===== config.mk =====
export PLATFORM = sky130hd
export DESIGN_NAME = rename_core
export DESIGN_NICKNAME = d
export VERILOG_FILES = /design/src/hdl/ooo_pkg.sv /design/src/hdl/rename_core.sv /design/src/hdl/reservation_station.sv /design/src/hdl/free_list.sv /design/src/hdl/map_table.sv /design/src/hdl/dispatch_stage.sv /design/src/hdl/dispatch_buffer.sv
export SDC_FILE = /design/constraint.sdc
export NUM_CORES = 2
export LEC_CHECK = 0
export BUFFER_PORTS_ARGS = -buffer_cell sky130_fd_sc_hd__buf_2
export CORE_AREA = 2 2 493 495
export CTS_BUF_LIST = sky130_fd_sc_hd__clkbuf_16
export DETAILED_ROUTE_END_ITERATION = 7
export DIE_AREA = 0 0 495 497
export GPL_TIMING_DRIVEN = 0
export HOLD_SLACK_MARGIN = 0.02
export SETUP_SLACK_MARGIN = 0.5
export SLEW_MARGIN = 0
export SYNTH_ARGS = -nofsm -noshare
export SYNTH_HDL_FRONTEND = slang
export SYNTH_HIERARCHICAL = 1
export SYNTH_SLANG_ARGS = --single-unit

===== constraint.sdc =====
create_clock -name clock -period 13.3 [get_ports clock]
set_input_delay 1.995 -clock clock [delete_from_list [all_inputs] [get_ports clock]]
set_output_delay 1.995 -clock clock [all_outputs]
set_load 0.005 [all_outputs]

===== src/hdl/ooo_pkg.sv =====
/* Rename and dispatch front shared types
   Register widths, opcodes and the packets that move between stages */
package ooo_pkg;

    //////////////////////////////
    // Register spaces
    //////////////////////////////
    localparam int AR_COUNT  = 32;
    localparam int AR_WIDTH  = 5;
    // Bounds pr_count, 33 up to 64
    localparam int PR_WIDTH  = 6;
    localparam int SEQ_WIDTH = 8;

    typedef logic [AR_WIDTH-1:0]  ar_t;
    typedef logic [PR_WIDTH-1:0]  pr_t;
    typedef logic [SEQ_WIDTH-1:0] seq_t;

    // Four bits keep the fetch packet at 28 bits
    typedef enum logic [3:0] {
        op_alu,
        op_mult,
        op_load,
        op_store,
        op_branch
    } opcode_e;

    // Store and branch leave the register file alone
    function automatic logic writes_dest(opcode_e op);
        return !(op inside {op_store, op_branch});
    endfunction

    //////////////////////////////
    // Packets
    //////////////////////////////
    typedef struct packed {
        logic    valid;
        opcode_e opcode;
        ar_t     dest;
        ar_t     src1;
        ar_t     src2;
        seq_t    seq;
    } fetch_packet_t;

    typedef struct packed {
        logic    valid;
        opcode_e opcode;
        seq_t    seq;
        pr_t     dest_pr;
        logic    has_dest;
        pr_t     src1_pr;
        logic    src1_ready;
        pr_t     src2_pr;
        logic    src2_ready;
    } rs_entry_t;

    typedef struct packed {
        logic    valid;
        opcode_e opcode;
        seq_t    seq;
        pr_t     dest_pr;
        pr_t     src1_pr;
        pr_t     src2_pr;
    } issue_packet_t;

    // One completing tag per cycle
    typedef struct packed {
        logic valid;
        pr_t  tag;
    } cdb_t;

    typedef struct packed {
        logic valid;
        pr_t  pr;
    } retire_t;

endpackage

===== src/hdl/rename_core.sv =====
/* Rename and dispatch front of a three-wide out-of-order core
   Dispatch buffer, rename, map table, free list and reservation station */
`timescale 1ns/100ps

module rename_core
    import ooo_pkg::*;
#(
    parameter int pr_count = 64,
    parameter int rs_size  = 8
) (
    input  logic                clock,
    input  logic                reset,
    input  fetch_packet_t [2:0] fetch_group,
    output logic [1:0]          fetch_take,
    input  cdb_t                cdb,
    input  retire_t [2:0]       retire,
    output issue_packet_t [1:0] issue
);

    // Buffer and dispatch
    fetch_packet_t [2:0] held;
    logic [2:0]          stall;
    // Rename
    ar_t [2:0]           src1_ar;
    ar_t [2:0]           src2_ar;
    pr_t [2:0]           src1_pr;
    pr_t [2:0]           src2_pr;
    logic [2:0]          src1_ready;
    logic [2:0]          src2_ready;
    pr_t [2:0]           old_pr;
    ar_t [2:0]           dest_ar;
    pr_t [2:0]           dest_pr;
    logic [2:0]          dest_en;
    // Free list
    pr_t [2:0]           free_prs;
    logic [1:0]          free_avail;
    logic [1:0]          alloc_count;
    // Reservation station
    rs_entry_t [2:0]     rs_write;
    logic [3:0]          rs_free;

    //////////////////////////////
    // Front
    //////////////////////////////
    dispatch_buffer buffer0 (
        .clock(clock), .reset(reset), .fetch_group(fetch_group),
        .stall(stall), .held(held), .fetch_take(fetch_take)
    );

    dispatch_stage dispatch0 (
        .held(held), .rs_free(rs_free), .free_prs(free_prs), .free_avail(free_avail),
        .src1_ar(src1_ar), .src2_ar(src2_ar), .src1_pr(src1_pr), .src2_pr(src2_pr),
        .src1_ready(src1_ready), .src2_ready(src2_ready), .old_pr(old_pr),
        .dest_ar(dest_ar), .dest_pr(dest_pr), .dest_en(dest_en),
        .alloc_count(alloc_count), .rs_write(rs_write), .stall(stall)
    );

    //////////////////////////////
    // Rename state
    //////////////////////////////
    map_table #(.pr_count(pr_count)) map0 (
        .clock(clock), .reset(reset), .cdb(cdb),
        .src1_ar(src1_ar), .src2_ar(src2_ar), .dest_ar(dest_ar),
        .src1_pr(src1_pr), .src2_pr(src2_pr),
        .src1_ready(src1_ready), .src2_ready(src2_ready),
        .old_pr(old_pr), .dest_pr(dest_pr), .dest_en(dest_en)
    );

    free_list #(.pr_count(pr_count)) free0 (
        .clock(clock), .reset(reset), .alloc_count(alloc_count),
        .free_prs(free_prs), .free_avail(free_avail), .retire(retire)
    );

    // Issue side
    reservation_station #(.rs_size(rs_size)) rs0 (
        .clock(clock), .reset(reset), .rs_write(rs_write), .cdb(cdb),
        .rs_free(rs_free), .issue(issue)
    );

endmodule


===== src/hdl/reservation_station.sv =====
/* Reservation station with tag wakeup
   Lowest-index select of two ready entries into a registered issue port */
`timescale 1ns/100ps

module reservation_station
    import ooo_pkg::*;
#(
    parameter int rs_size = 8
) (
    input  logic                clock,
    input  logic                reset,
    input  rs_entry_t [2:0]     rs_write,
    input  cdb_t                cdb,
    output logic [3:0]          rs_free,
    output issue_packet_t [1:0] issue
);

    rs_entry_t [rs_size-1:0] entries;
    rs_entry_t [rs_size-1:0] entries_next;
    issue_packet_t [1:0]     issue_next;

    // Slots free right now, issued entries count from the next cycle
    always_comb begin
        rs_free = '0;
        for (int k = 0; k < rs_size; k++) begin
            if (!entries[k].valid) begin
                rs_free = rs_free + 4'd1;
            end
        end
    end

    always_comb begin
        int   n_pick;
        logic placed;
        n_pick       = 0;
        placed       = 1'b0;
        entries_next = entries;
        issue_next   = '0;

        //////////////////////////////
        // Wakeup
        //////////////////////////////
        for (int k = 0; k < rs_size; k++) begin
            if (cdb.valid && entries[k].src1_pr == cdb.tag) begin
                entries_next[k].src1_ready = 1'b1;
            end
            if (cdb.valid && entries[k].src2_pr == cdb.tag) begin
                entries_next[k].src2_ready = 1'b1;
            end
        end

        //////////////////////////////
        // Select, lowest index first
        //////////////////////////////
        for (int k = 0; k < rs_size; k++) begin
            if (entries_next[k].valid && entries_next[k].src1_ready &&
                entries_next[k].src2_ready && n_pick < 2) begin
                issue_next[n_pick].valid   = 1'b1;
                issue_next[n_pick].opcode  = entries_next[k].opcode;
                issue_next[n_pick].seq     = entries_next[k].seq;
                // No destination, no tag on the issue port
                issue_next[n_pick].dest_pr = entries_next[k].has_dest ?
                                             entries_next[k].dest_pr : '0;
                issue_next[n_pick].src1_pr = entries_next[k].src1_pr;
                issue_next[n_pick].src2_pr = entries_next[k].src2_pr;
                entries_next[k].valid = 1'b0;
                n_pick++;
            end
        end

        //////////////////////////////
        // Allocate
        //////////////////////////////
        // Each new entry takes the lowest slot still empty
        for (int j = 2; j >= 0; j--) begin
            placed = 1'b0;
            if (rs_write[j].valid) begin
                for (int k = 0; k < rs_size; k++) begin
                    if (!placed && !entries_next[k].valid) begin
                        entries_next[k] = rs_write[j];
                        placed = 1'b1;
                    end
                end
            end
        end
    end

    always_ff @(posedge clock) begin
        if (reset) begin
            for (int k = 0; k < rs_size; k++) begin
                entries[k].valid <= 1'b0;
            end
            issue[0].valid <= 1'b0;
            issue[1].valid <= 1'b0;
        end else begin
            entries <= entries_next;
            issue   <= issue_next;
        end
    end

    // Dispatch sizes its group against the reported free count
    a_no_overrun: assert property (
        @(posedge clock) disable iff (reset)
        $countones({rs_write[2].valid, rs_write[1].valid, rs_write[0].valid}) <= rs_free
    ) else $error("more RS writes than the %0d free entries", rs_free);

endmodule


===== src/hdl/free_list.sv =====
/* Free physical register queue
   Up to three allocations from the head and three releases at the tail */
`timescale 1ns/100ps

module free_list
    import ooo_pkg::*;
#(
    parameter int pr_count = 64
) (
    input  logic             clock,
    input  logic             reset,
    input  logic [1:0]       alloc_count,
    output pr_t [2:0]        free_prs,
    output logic [1:0]       free_avail,
    input  retire_t [2:0]    retire
);

    // Pointers wrap at the full tag space
    localparam int QUEUE_DEPTH = 2**PR_WIDTH;
    // Tags not mapped at reset
    localparam int INIT_COUNT  = pr_count - AR_COUNT;

    pr_t               queue [QUEUE_DEPTH];
    logic [PR_WIDTH-1:0] head;
    logic [PR_WIDTH-1:0] tail;
    logic [PR_WIDTH:0]   count;
    logic [1:0]          rel_count;

    // Next three from the head
    always_comb begin
        for (int k = 0; k < 3; k++) begin
            free_prs[k] = queue[head + PR_WIDTH'(k)];
        end
        free_avail = (count >= 3) ? 2'd3 : count[1:0];
        rel_count  = 2'(retire[2].valid) + 2'(retire[1].valid) + 2'(retire[0].valid);
    end

    always_ff @(posedge clock) begin
        logic [PR_WIDTH-1:0] slot;
        if (reset) begin
            for (int k = 0; k < INIT_COUNT; k++) begin
                queue[k] <= pr_t'(AR_COUNT + k);
            end
            head  <= '0;
            tail  <= PR_WIDTH'(INIT_COUNT);
            count <= (PR_WIDTH+1)'(INIT_COUNT);
        end else begin
            // Packed at the tail, retire slot 2 first
            slot = tail;
            for (int j = 2; j >= 0; j--) begin
                if (retire[j].valid) begin
                    queue[slot] <= retire[j].pr;
                    slot = slot + 1'b1;
                end
            end
            head  <= head + alloc_count;
            tail  <= tail + rel_count;
            count <= count - alloc_count + rel_count;
        end
    end

    // Retirement never returns more tags than rename can hold free
    a_no_overflow: assert property (
        @(posedge clock) disable iff (reset)
        int'(count) - int'(alloc_count) + int'(rel_count) <= INIT_COUNT
    ) else $error("free list overflow, count %0d", count);

endmodule


===== src/hdl/map_table.sv =====
/* Architectural to physical register map with ready bits
   Broadcast wakes matching tags, lookups see it in the same cycle */
`timescale 1ns/100ps

module map_table
    import ooo_pkg::*;
#(
    parameter int pr_count = 64
) (
    input  logic       clock,
    input  logic       reset,
    input  cdb_t       cdb,
    input  ar_t [2:0]  src1_ar,
    input  ar_t [2:0]  src2_ar,
    input  ar_t [2:0]  dest_ar,
    output pr_t [2:0]  src1_pr,
    output pr_t [2:0]  src2_pr,
    output logic [2:0] src1_ready,
    output logic [2:0] src2_ready,
    output pr_t [2:0]  old_pr,
    input  pr_t [2:0]  dest_pr,
    input  logic [2:0] dest_en
);

    pr_t                 map [AR_COUNT];
    logic [AR_COUNT-1:0] ready;

    //////////////////////////////
    // Lookups
    //////////////////////////////
    always_comb begin
        for (int i = 0; i < 3; i++) begin
            src1_pr[i] = map[src1_ar[i]];
            src2_pr[i] = map[src2_ar[i]];
            // Completion this cycle counts as ready
            src1_ready[i] = ready[src1_ar[i]] ||
                            (cdb.valid && cdb.tag == map[src1_ar[i]]);
            src2_ready[i] = ready[src2_ar[i]] ||
                            (cdb.valid && cdb.tag == map[src2_ar[i]]);
            // Mapping that the new dest replaces
            old_pr[i] = map[dest_ar[i]];
        end
    end

    //////////////////////////////
    // Update
    //////////////////////////////
    always_ff @(posedge clock) begin
        if (reset) begin
            // Identity map, everything committed
            for (int a = 0; a < AR_COUNT; a++) begin
                map[a]   <= pr_t'(a);
                ready[a] <= 1'b1;
            end
        end else begin
            for (int a = 0; a < AR_COUNT; a++) begin
                if (cdb.valid && map[a] == cdb.tag) begin
                    ready[a] <= 1'b1;
                end
            end
            // Slot 0 is youngest and is written last
            for (int j = 2; j >= 0; j--) begin
                if (dest_en[j]) begin
                    map[dest_ar[j]]   <= dest_pr[j];
                    ready[dest_ar[j]] <= 1'b0;
                end
            end
        end
    end

    // Free list only hands out tags inside the physical file
    a_dest_in_range: assert property (
        @(posedge clock) disable iff (reset)
        (!dest_en[2] || dest_pr[2] < pr_count) &&
        (!dest_en[1] || dest_pr[1] < pr_count) &&
        (!dest_en[0] || dest_pr[0] < pr_count)
    ) else $error("dest tag beyond pr_count %0d", pr_count);

endmodule


===== src/hdl/dispatch_stage.sv =====
/* Three-wide in-order rename and allocation
   Picks the dispatch prefix, hands out free tags and builds RS entries */
`timescale 1ns/100ps

module dispatch_stage
    import ooo_pkg::*;
(
    input  fetch_packet_t [2:0] held,
    input  logic [3:0]          rs_free,
    input  pr_t [2:0]           free_prs,
    input  logic [1:0]          free_avail,
    output ar_t [2:0]           src1_ar,
    output ar_t [2:0]           src2_ar,
    input  pr_t [2:0]           src1_pr,
    input  pr_t [2:0]           src2_pr,
    input  logic [2:0]          src1_ready,
    input  logic [2:0]          src2_ready,
    input  pr_t [2:0]           old_pr,
    output ar_t [2:0]           dest_ar,
    output pr_t [2:0]           dest_pr,
    output logic [2:0]          dest_en,
    output logic [1:0]          alloc_count,
    output rs_entry_t [2:0]     rs_write,
    output logic [2:0]          stall
);

    logic [2:0] go;
    logic [2:0] writes;

    //////////////////////////////
    // Dispatch prefix
    //////////////////////////////
    always_comb begin
        int   rs_used;
        int   pr_used;
        logic older_go;
        rs_used  = 0;
        pr_used  = 0;
        older_go = 1'b1;
        // Oldest first, a blocked slot blocks every younger one
        for (int i = 2; i >= 0; i--) begin
            writes[i] = held[i].valid && writes_dest(held[i].opcode);
            go[i] = older_go && (!held[i].valid ||
                    (rs_used < int'(rs_free) &&
                     (!writes[i] || pr_used < int'(free_avail))));
            dest_en[i] = go[i] && writes[i];
            dest_ar[i] = held[i].dest;
            // Free tags go out in queue order
            dest_pr[i] = dest_en[i] ? free_prs[pr_used] : '0;
            if (go[i] && held[i].valid) begin
                rs_used++;
            end
            if (dest_en[i]) begin
                pr_used++;
            end
            older_go = go[i];
        end
        alloc_count = 2'(pr_used);
    end

    assign stall = ~go;

    //////////////////////////////
    // RS entries and bypass
    //////////////////////////////
    always_comb begin
        for (int i = 2; i >= 0; i--) begin
            src1_ar[i] = held[i].src1;
            src2_ar[i] = held[i].src2;
            rs_write[i].valid      = go[i] && held[i].valid;
            rs_write[i].opcode     = held[i].opcode;
            rs_write[i].seq        = held[i].seq;
            rs_write[i].dest_pr    = dest_pr[i];
            rs_write[i].has_dest   = writes[i];
            rs_write[i].src1_pr    = src1_pr[i];
            rs_write[i].src1_ready = src1_ready[i];
            rs_write[i].src2_pr    = src2_pr[i];
            rs_write[i].src2_ready = src2_ready[i];
            // Older producer in the same group, nearest one wins
            for (int j = 2; j > i; j--) begin
                if (dest_en[j] && dest_ar[j] == held[i].src1) begin
                    rs_write[i].src1_pr    = dest_pr[j];
                    rs_write[i].src1_ready = 1'b0;
                end
                if (dest_en[j] && dest_ar[j] == held[i].src2) begin
                    rs_write[i].src2_pr    = dest_pr[j];
                    rs_write[i].src2_ready = 1'b0;
                end
            end
        end
    end

    // A tag from the free list is never the live mapping it replaces
    always_comb begin
        for (int i = 0; i < 3; i++) begin
            if (dest_en[i]) begin
                assert final (dest_pr[i] != old_pr[i])
                    else $error("slot %0d renamed onto live tag %0d", i, old_pr[i]);
            end
        end
    end

endmodule


===== src/hdl/dispatch_buffer.sv =====
/* Dispatch buffer, three instruction slots between fetch and rename
   Stalled instructions shift to the oldest slots, fetch refills the rest */
`timescale 1ns/100ps

module dispatch_buffer
    import ooo_pkg::*;
(
    input  logic                clock,
    input  logic                reset,
    input  fetch_packet_t [2:0] fetch_group,
    input  logic [2:0]          stall,
    output fetch_packet_t [2:0] held,
    output logic [1:0]          fetch_take
);

    fetch_packet_t [2:0] held_next;

    // Slot 2 is the oldest in both groups
    always_comb begin
        case (stall)
            3'b000: held_next = fetch_group;
            // Youngest held instruction moves up to slot 2
            3'b001: held_next = {held[0], fetch_group[2:1]};
            3'b011: held_next = {held[1:0], fetch_group[2]};
            // Whole group waits
            default: held_next = held;
        endcase
    end

    // Free slots after the edge, so the fetch count
    always_comb begin
        fetch_take = 2'(3 - (stall[2] + stall[1] + stall[0]));
    end

    always_ff @(posedge clock) begin
        if (reset) begin
            for (int i = 0; i < 3; i++) begin
                held[i].valid <= 1'b0;
            end
        end else begin
            held <= held_next;
        end
    end

    // Dispatch only ever holds back a younger suffix of the group
    a_stall_thermo: assert property (
        @(posedge clock) disable iff (reset)
        stall inside {3'b000, 3'b001, 3'b011, 3'b111}
    ) else $error("dispatch stall %b is not a thermometer", stall);

endmodule


# Yosys cells after proc, flatten, opt, wreduce, memory -nomap -nowiden
# Memories as Yosys holds them, arrays and structs flattened. A register that Yosys moved wholly into a read port is not among the register bits.
# Index checks and enable logic that the tools add are counted.
[totals]
wordCells = 866
register_bits = 469
ramBits = 576
inputBits = 114
output_inout_bits = 64
n_memories = 2
[memory_table]
columns = ["name", "depth", "word_bits", "read_ports", "rd_ports_with_merged_regs", "wr", "line_no", "rtl"]
rows = [
  ["free0.queue", 64, 6, 3, 1, 32, "free_list.sv:23", "pr_t queue [QUEUE_DEPTH];"],
  ["map0.map", 32, 6, 38, 6, 32, "map_table.sv:25", "pr_t map [AR_COUNT];"],
]
[op_classes]
eq_ne = 68
addsub = 29
n_bitwise = 8
order_cmp = 42
n_reduce_logical = 203
n_mux = 408
[ops]
columns = ["operator", "count"]
rows = [
  ["62-bit bitwise mux", 42],
  ["31-bit demux with 1-bit select", 42],
  ["272-bit two-way mux", 3],
  ["34-bit two-way mux", 21],
  ["62-bit two-way mux", 7],
  ["32-bit by 3-bit < comparator with 1-bit output (second input constant)", 12],
  ["32-bit two-way mux", 12],
  ["6-bit == test", 54],
  ["84-bit case mux with 3 select lines", 1],
  ["31-bit two-way mux", 8],
  ["6-bit two-way mux", 36],
  ["30-bit two-way mux", 7],
  ["32-bit by 2-bit adder with 32-bit output (second input constant)", 6],
  ["32-bit by 1-bit greater-or-equal comparator with 1-bit output (second input constant)", 6],
  ["26-bit two-way mux", 7],
  ["1-bit two-way mux", 169],
  ["1-bit logical AND", 128],
  ["18-bit two-way mux", 7],
  ["33-bit two-way mux", 3],
  ["32-bit AND", 3],
  ["32-bit inverter", 3],
  ["12-bit two-way mux", 7],
  ["32-bit by 5-bit < comparator with 1-bit output", 2],
  ["5-bit by 6-bit < comparator with 1-bit output (second input constant)", 9],
  ["other kinds (42)", 163],
]

# Depth between registers and ports, before layout
[depth]
ltp_word = 108
depth_mapped = 41

# Hierarchy
# The synthesis kept the hierarchy.
[modules_own_cells]
columns = ["mod", "cells_each", "area_each_um2", "instances"]
rows = [
  ["free_list", 2606, 33230.6, 1],
  ["map_table", 3063, 30611.9, 1],
  ["reservation_station", 2611, 25444.4, 1],
  ["dispatch_buffer", 385, 4232.8, 1],
  ["dispatch_stage", 300, 2352.3, 1],
]

# Worst setup path before layout
# OpenSTA, ideal clock, no wires.
[synth_timing]
path_type = "reg-to-reg"
from = "reg rs0/entries[67] (netlist name)"
to = "reg, netlist name buffer0/held[27]"
n_path_buf = 0
path_stages_with_launch = 31
setup_ns = 0.090
period_less_slack_ns = 12.265
path_slack_ns = 1.035
arrival_time_ns = 12.176
cell_sequence = "dfxtp_1 inv_1 ha_1 xnor2_1 ha_1 mux2i_1 inv_1 ha_1 nor2_1 a21oi_1 ha_1 mux2_2 ha_1 nor2_1 nor2_1 ha_1 mux2_2 or4_4 a41oi_1 o211a_1 inv_1 nor2_1 ha_1 ha_1 a21oi_1 or4_1 o211ai_1 ha_1 nor3_1 nor3_1 a32o_1"
[synth_lines]
columns = ["element", "line_no", "rtl"]
rows = [
  ["from (decl)", "reservation_station.sv:18", "rs_entry_t [rs_size-1:0] entries;"],
  ["from (signal assigned)", "reservation_station.sv:96", "entries <= entries_next;"],
  ["4-bit two-way mux *", "reservation_station.sv:26", "if (!entries[k].valid) begin"],
  ["4-bit by 1-bit adder with 4-bit output", "reservation_station.sv:27", "rs_free = rs_free + 4'd1;"],
  ["4-bit two-way mux *", "reservation_station.sv:26", ""],
  ["4-bit by 1-bit adder with 4-bit output", "reservation_station.sv:27", ""],
  ["4-bit two-way mux *", "reservation_station.sv:26", ""],
  ["4-bit by 1-bit adder with 4-bit output", "reservation_station.sv:27", ""],
  ["4-bit two-way mux *", "reservation_station.sv:26", ""],
  ["4-bit by 1-bit adder with 4-bit output", "reservation_station.sv:27", ""],
  ["[4 not listed]", "n/a", ""],
  ["4-bit two-way mux *", "reservation_station.sv:26", ""],
  ["net rs_free[1]", "rename_core.sv:40", "logic [3:0] rs_free;"],
  ["parallel branches: the longest is 9 deep, another holds 32-bit by 5-bit < comparator with 1-bit output", "n/a", ""],
  ["1-bit logical AND *", "dispatch_stage.sv:43", "go[i] = older_go && (!held[i].valid ||"],
  ["3-bit inverter *", "dispatch_stage.sv:61", "assign stall = ~go;"],
  ["net stall[1]", "rename_core.sv:22", "logic [2:0] stall;"],
  ["3-bit by 2-bit == test with 1-bit output (tied with other cells)", "dispatch_buffer.sv:20", "case (stall)"],
  ["84-bit case mux with 3 select lines / 3-bit nonzero test (equally long branches)", "n/a", ""],
]
# Mark *: on every way through the listed nets, which the timed path passes.
# A chain may end at the register's enable or synchronous reset.

# Worst setup path after layout
[layout_timing]
from = "reg rs0/entries[67] (netlist name)"
to = "out fetch_take[0]"
[layout_lines]
columns = ["element", "line_no", "rtl"]
rows = [
  ["4-bit two-way mux *", "reservation_station.sv:26", ""],
  ["4-bit by 1-bit adder with 4-bit output", "reservation_station.sv:27", ""],
  ["4-bit two-way mux *", "reservation_station.sv:26", ""],
  ["4-bit by 1-bit adder with 4-bit output", "reservation_station.sv:27", ""],
  ["4-bit two-way mux *", "reservation_station.sv:26", ""],
  ["4-bit by 1-bit adder with 4-bit output", "reservation_station.sv:27", ""],
  ["4-bit two-way mux *", "reservation_station.sv:26", ""],
  ["4-bit by 1-bit adder with 4-bit output", "reservation_station.sv:27", ""],
  ["[5 not listed]", "n/a", ""],
  ["net rs_free[2]", "rename_core.sv:40", ""],
  ["parallel branches: the longest is 9 deep, another holds 32-bit by 5-bit < comparator with 1-bit output", "n/a", ""],
  ["1-bit logical AND *", "dispatch_stage.sv:43", ""],
  ["3-bit inverter *", "dispatch_stage.sv:61", ""],
  ["net stall[1]", "rename_core.sv:22", ""],
  ["1-bit by 1-bit adder with 2-bit output *", "dispatch_buffer.sv:32", "fetch_take = 2'(3 - (stall[2] + stall[1] + stall[0]));"],
  ["2-bit by 1-bit adder with 2-bit output *", "dispatch_buffer.sv:32", ""],
  ["2-bit subtractor *", "dispatch_buffer.sv:32", ""],
  ["to (decl)", "rename_core.sv:14", "output logic [1:0] fetch_take,"],
]
# Marked as above.

==> impl_results.md <==
* Die Wd at 495 um
* Cells after synthesis at 8699
* DR vias at 85.9k
* Die area at 0.246 mm2
* PortBufs at 157
* Die Y-Extent at 497 um
* Final cell count without fillers at 12.3k
* Clk_lat worst skew at 0.86 ns
* Outcome: finished, violations left
* CTS tree: yes
* Worst Skew at 0.0754 ns
* Clock buffer depth at 3
* Min-delay src: buffer0/held[83]$_SDFFE_PP0P_
* Minimum clock period at 11.07 ns
* Area of the core at 0.240 mm2
* Syn Area/Cell at 10.6 um2
* Max incr delay on CP at 0.86 ns
* Peak VDD IR at 844 uV
* Power Density at 249 mW/mm2
* GP Congestion at 1.11
* Pleak at 35.7 nW
* Unrepaired setup endpoints after global routing: no
* # clock sinks at 1045
* CP startpoint kind: register
* CTS Buf Count at 138
* Fraction of layout instances using a drive strength above 1 at 20.8%
* Max Clock Freq at 0.0903 GHz
* Setup Fix Bufs, Post-CTS at 0
* Critical Path AT at 9.08 ns
* Switching portion of total power at 54.3%
* Critical Path End Type: output pin
* Nets at 9183
* Rows at 180
* Antenna-violating nets left at 0
* Worst-Margin Slew at 1.56 ns
* Max-cap violations at 9
* Overflow after GRT at 0
* Net Count, Synth at 8859
* First-pass GRT wire length at 717000 um
* Vias in the first global route at 80.7k
* Clock power share at 15.7%
* Reg-to-reg slack, setup at 2.64 ns
* FF-to-FF path depth at 34
* CP max stage cell: nor2_1
* Cell mode on critical path: ha_1
* Logic gate share of total power at 63.8%
* Worst min path class: register to register
* CTS clk-pin slew, worst paths at 0.06 ns
* Placed Area at 0.0971 mm2
* All-Layer GR Usage at 42.7%
* FF-to-FF Start: rs0/entries[67]$_SDFF_PP0_
* Fin util at 42.5%
* Cells after DPL at 12.1k
* WL final at 542000 um
* WP data required at 11.31 ns
* Hold Crit Depth at 1
* Post-CTS sizing at 0
* Buffers & Inverters on Critical Path at 5
* Wirelength per Cell at 43.9 um
* Total power at 0.0253 W
* Slew headroom at -5.14%
* Starting Density at 38.3%
* CP max FO at 9
* Drt via density at 6.96
* Setup TNS at 0 ns
* Final Cell Area at 0.102 mm2
* Sw power at 0.0138 W
* Drt initial violations at 14.5k
* DR pass1 iterations at 8
* H-tree levels at 4
* Max Slew Vio Count at 55
* Setup violators final at 0
* DRC Markers at 28
* Setup CP Type: register to output pin
* Largest net degree at the start of global routing at 125
* CP top delay family: adder cells
* FF-to-FF End: rs0/entries[269]$_DFFE_PN_
* Root Driver: clkbuf_16
* Internal Power at 0.0116 W
* Worst Hold Path EP: buffer0/held[83]$_SDFFE_PP0P_
* Dpl hpwl at 431000 um
* Part of the power in registers at 20.5%
* Fin crit share at 83.3%
* Layout area overhead at 11.0%
* Synthesized cell area at 0.0918 mm2
* I/O pins at 178
* Initial antenna violation count at 34
* Failing checks: DRC, capacitance limit, slew limit
* Endpoints failing hold at 0
* Yosys warning count at 6
* Post-CTS Hold Buffers at 0
-- per-stage QoR --
stage / hold WS (ns) / setup WS (ns)
2_1_floorplan: 0.497 / 1.03
3_3_place_gp: 0.524 / -4.63
3_5_place_dp: 0.540 / 3.10
4_1_cts: 0.555 / 2.44
5_1_grt: 0.577 / 1.90
6_report: 0.553 / 2.23
-- placed cells by master, fill, tap and decap left out, drive strengths merged, types with 84 or more instances in the layout --
cell type	n
a22oi	298
clkbuf	767
edfxtp	981
a21oi	240
mux2i	993
mux4	609
xor2	200
o21ai	452
nor2	518
buf	686
o22ai	159
a221oi	84
nand2	889
inv	155
xnor2	202
nand3	168
mux2	464
nor3	151
-- power by group through the flow --
stage	Clock [W]	Sequential, W	Combinational (W)
final	0.00398	0.00520	0.0162
after detailed placement	0	0.00522	0.0154
after global placement	0	0.00518	0.0149
after global routing	0.00412	0.00521	0.0163
after floorplan	0	0.00489	0.00846
after CTS	0.00401	0.00515	0.0155
-- sequential cells by signal, summed over array words and instances (netlist names) --
| name | count |
|---|---|
| map0/ready | 32 |
| free0/head | 6 |
| map0/map | 192 |
| buffer0/held | 84 |
| rs0/issue | 62 |
| free0/queue | 384 |
| free0/tail | 6 |
| rs0/entries | 272 |
| free0/count | 7 |
-- layer usage --
metal	part of all wire (%)	GRT usage [%]	up-vias
met5	0.0066	0	-
met4	11	36.9	4
met3	11	9.96	1717
met2	43	63.5	7079
met1	36	51.9	43200
li1	-	-	34000
-- worst max path at each step --
stage                                 from                            end  slack [ns]  cells after the start
2_1_floorplan   rs0/entries[67]$_SDFF_PP0_  buffer0/held[27]$_SDFFE_PP0P_        1.03                     30
3_3_place_gp    rs0/entries[67]$_SDFF_PP0_  buffer0/held[27]$_SDFFE_PP0P_       -4.63                     31
3_5_place_dp   rs0/entries[101]$_SDFF_PP0_     rs0/entries[238]$_DFFE_PN_        3.10                     33
4_1_cts        rs0/entries[101]$_SDFF_PP0_                  fetch_take[0]        2.44                     29
5_1_grt         rs0/entries[33]$_SDFF_PP0_                  fetch_take[0]        1.90                     30
6_report        rs0/entries[67]$_SDFF_PP0_                  fetch_take[0]        2.23                     30
-- final cells by class --
cell class                      instances  area (um2)
Inverter                              135         517
Antenna cell                           26        65.1
Buffer                               1131        5330
Tap cell                             3185        3990
Clock buffer                          138        3450
Clock inverter                        116        1310
Multi-Input combinational cell       6388       55400
Timing Repair Buffer                  184        1180
Sequential cell                      1045       30700
Fill cell                           23400      138000
Note: power is estimated with default switching activity, not from simulation.
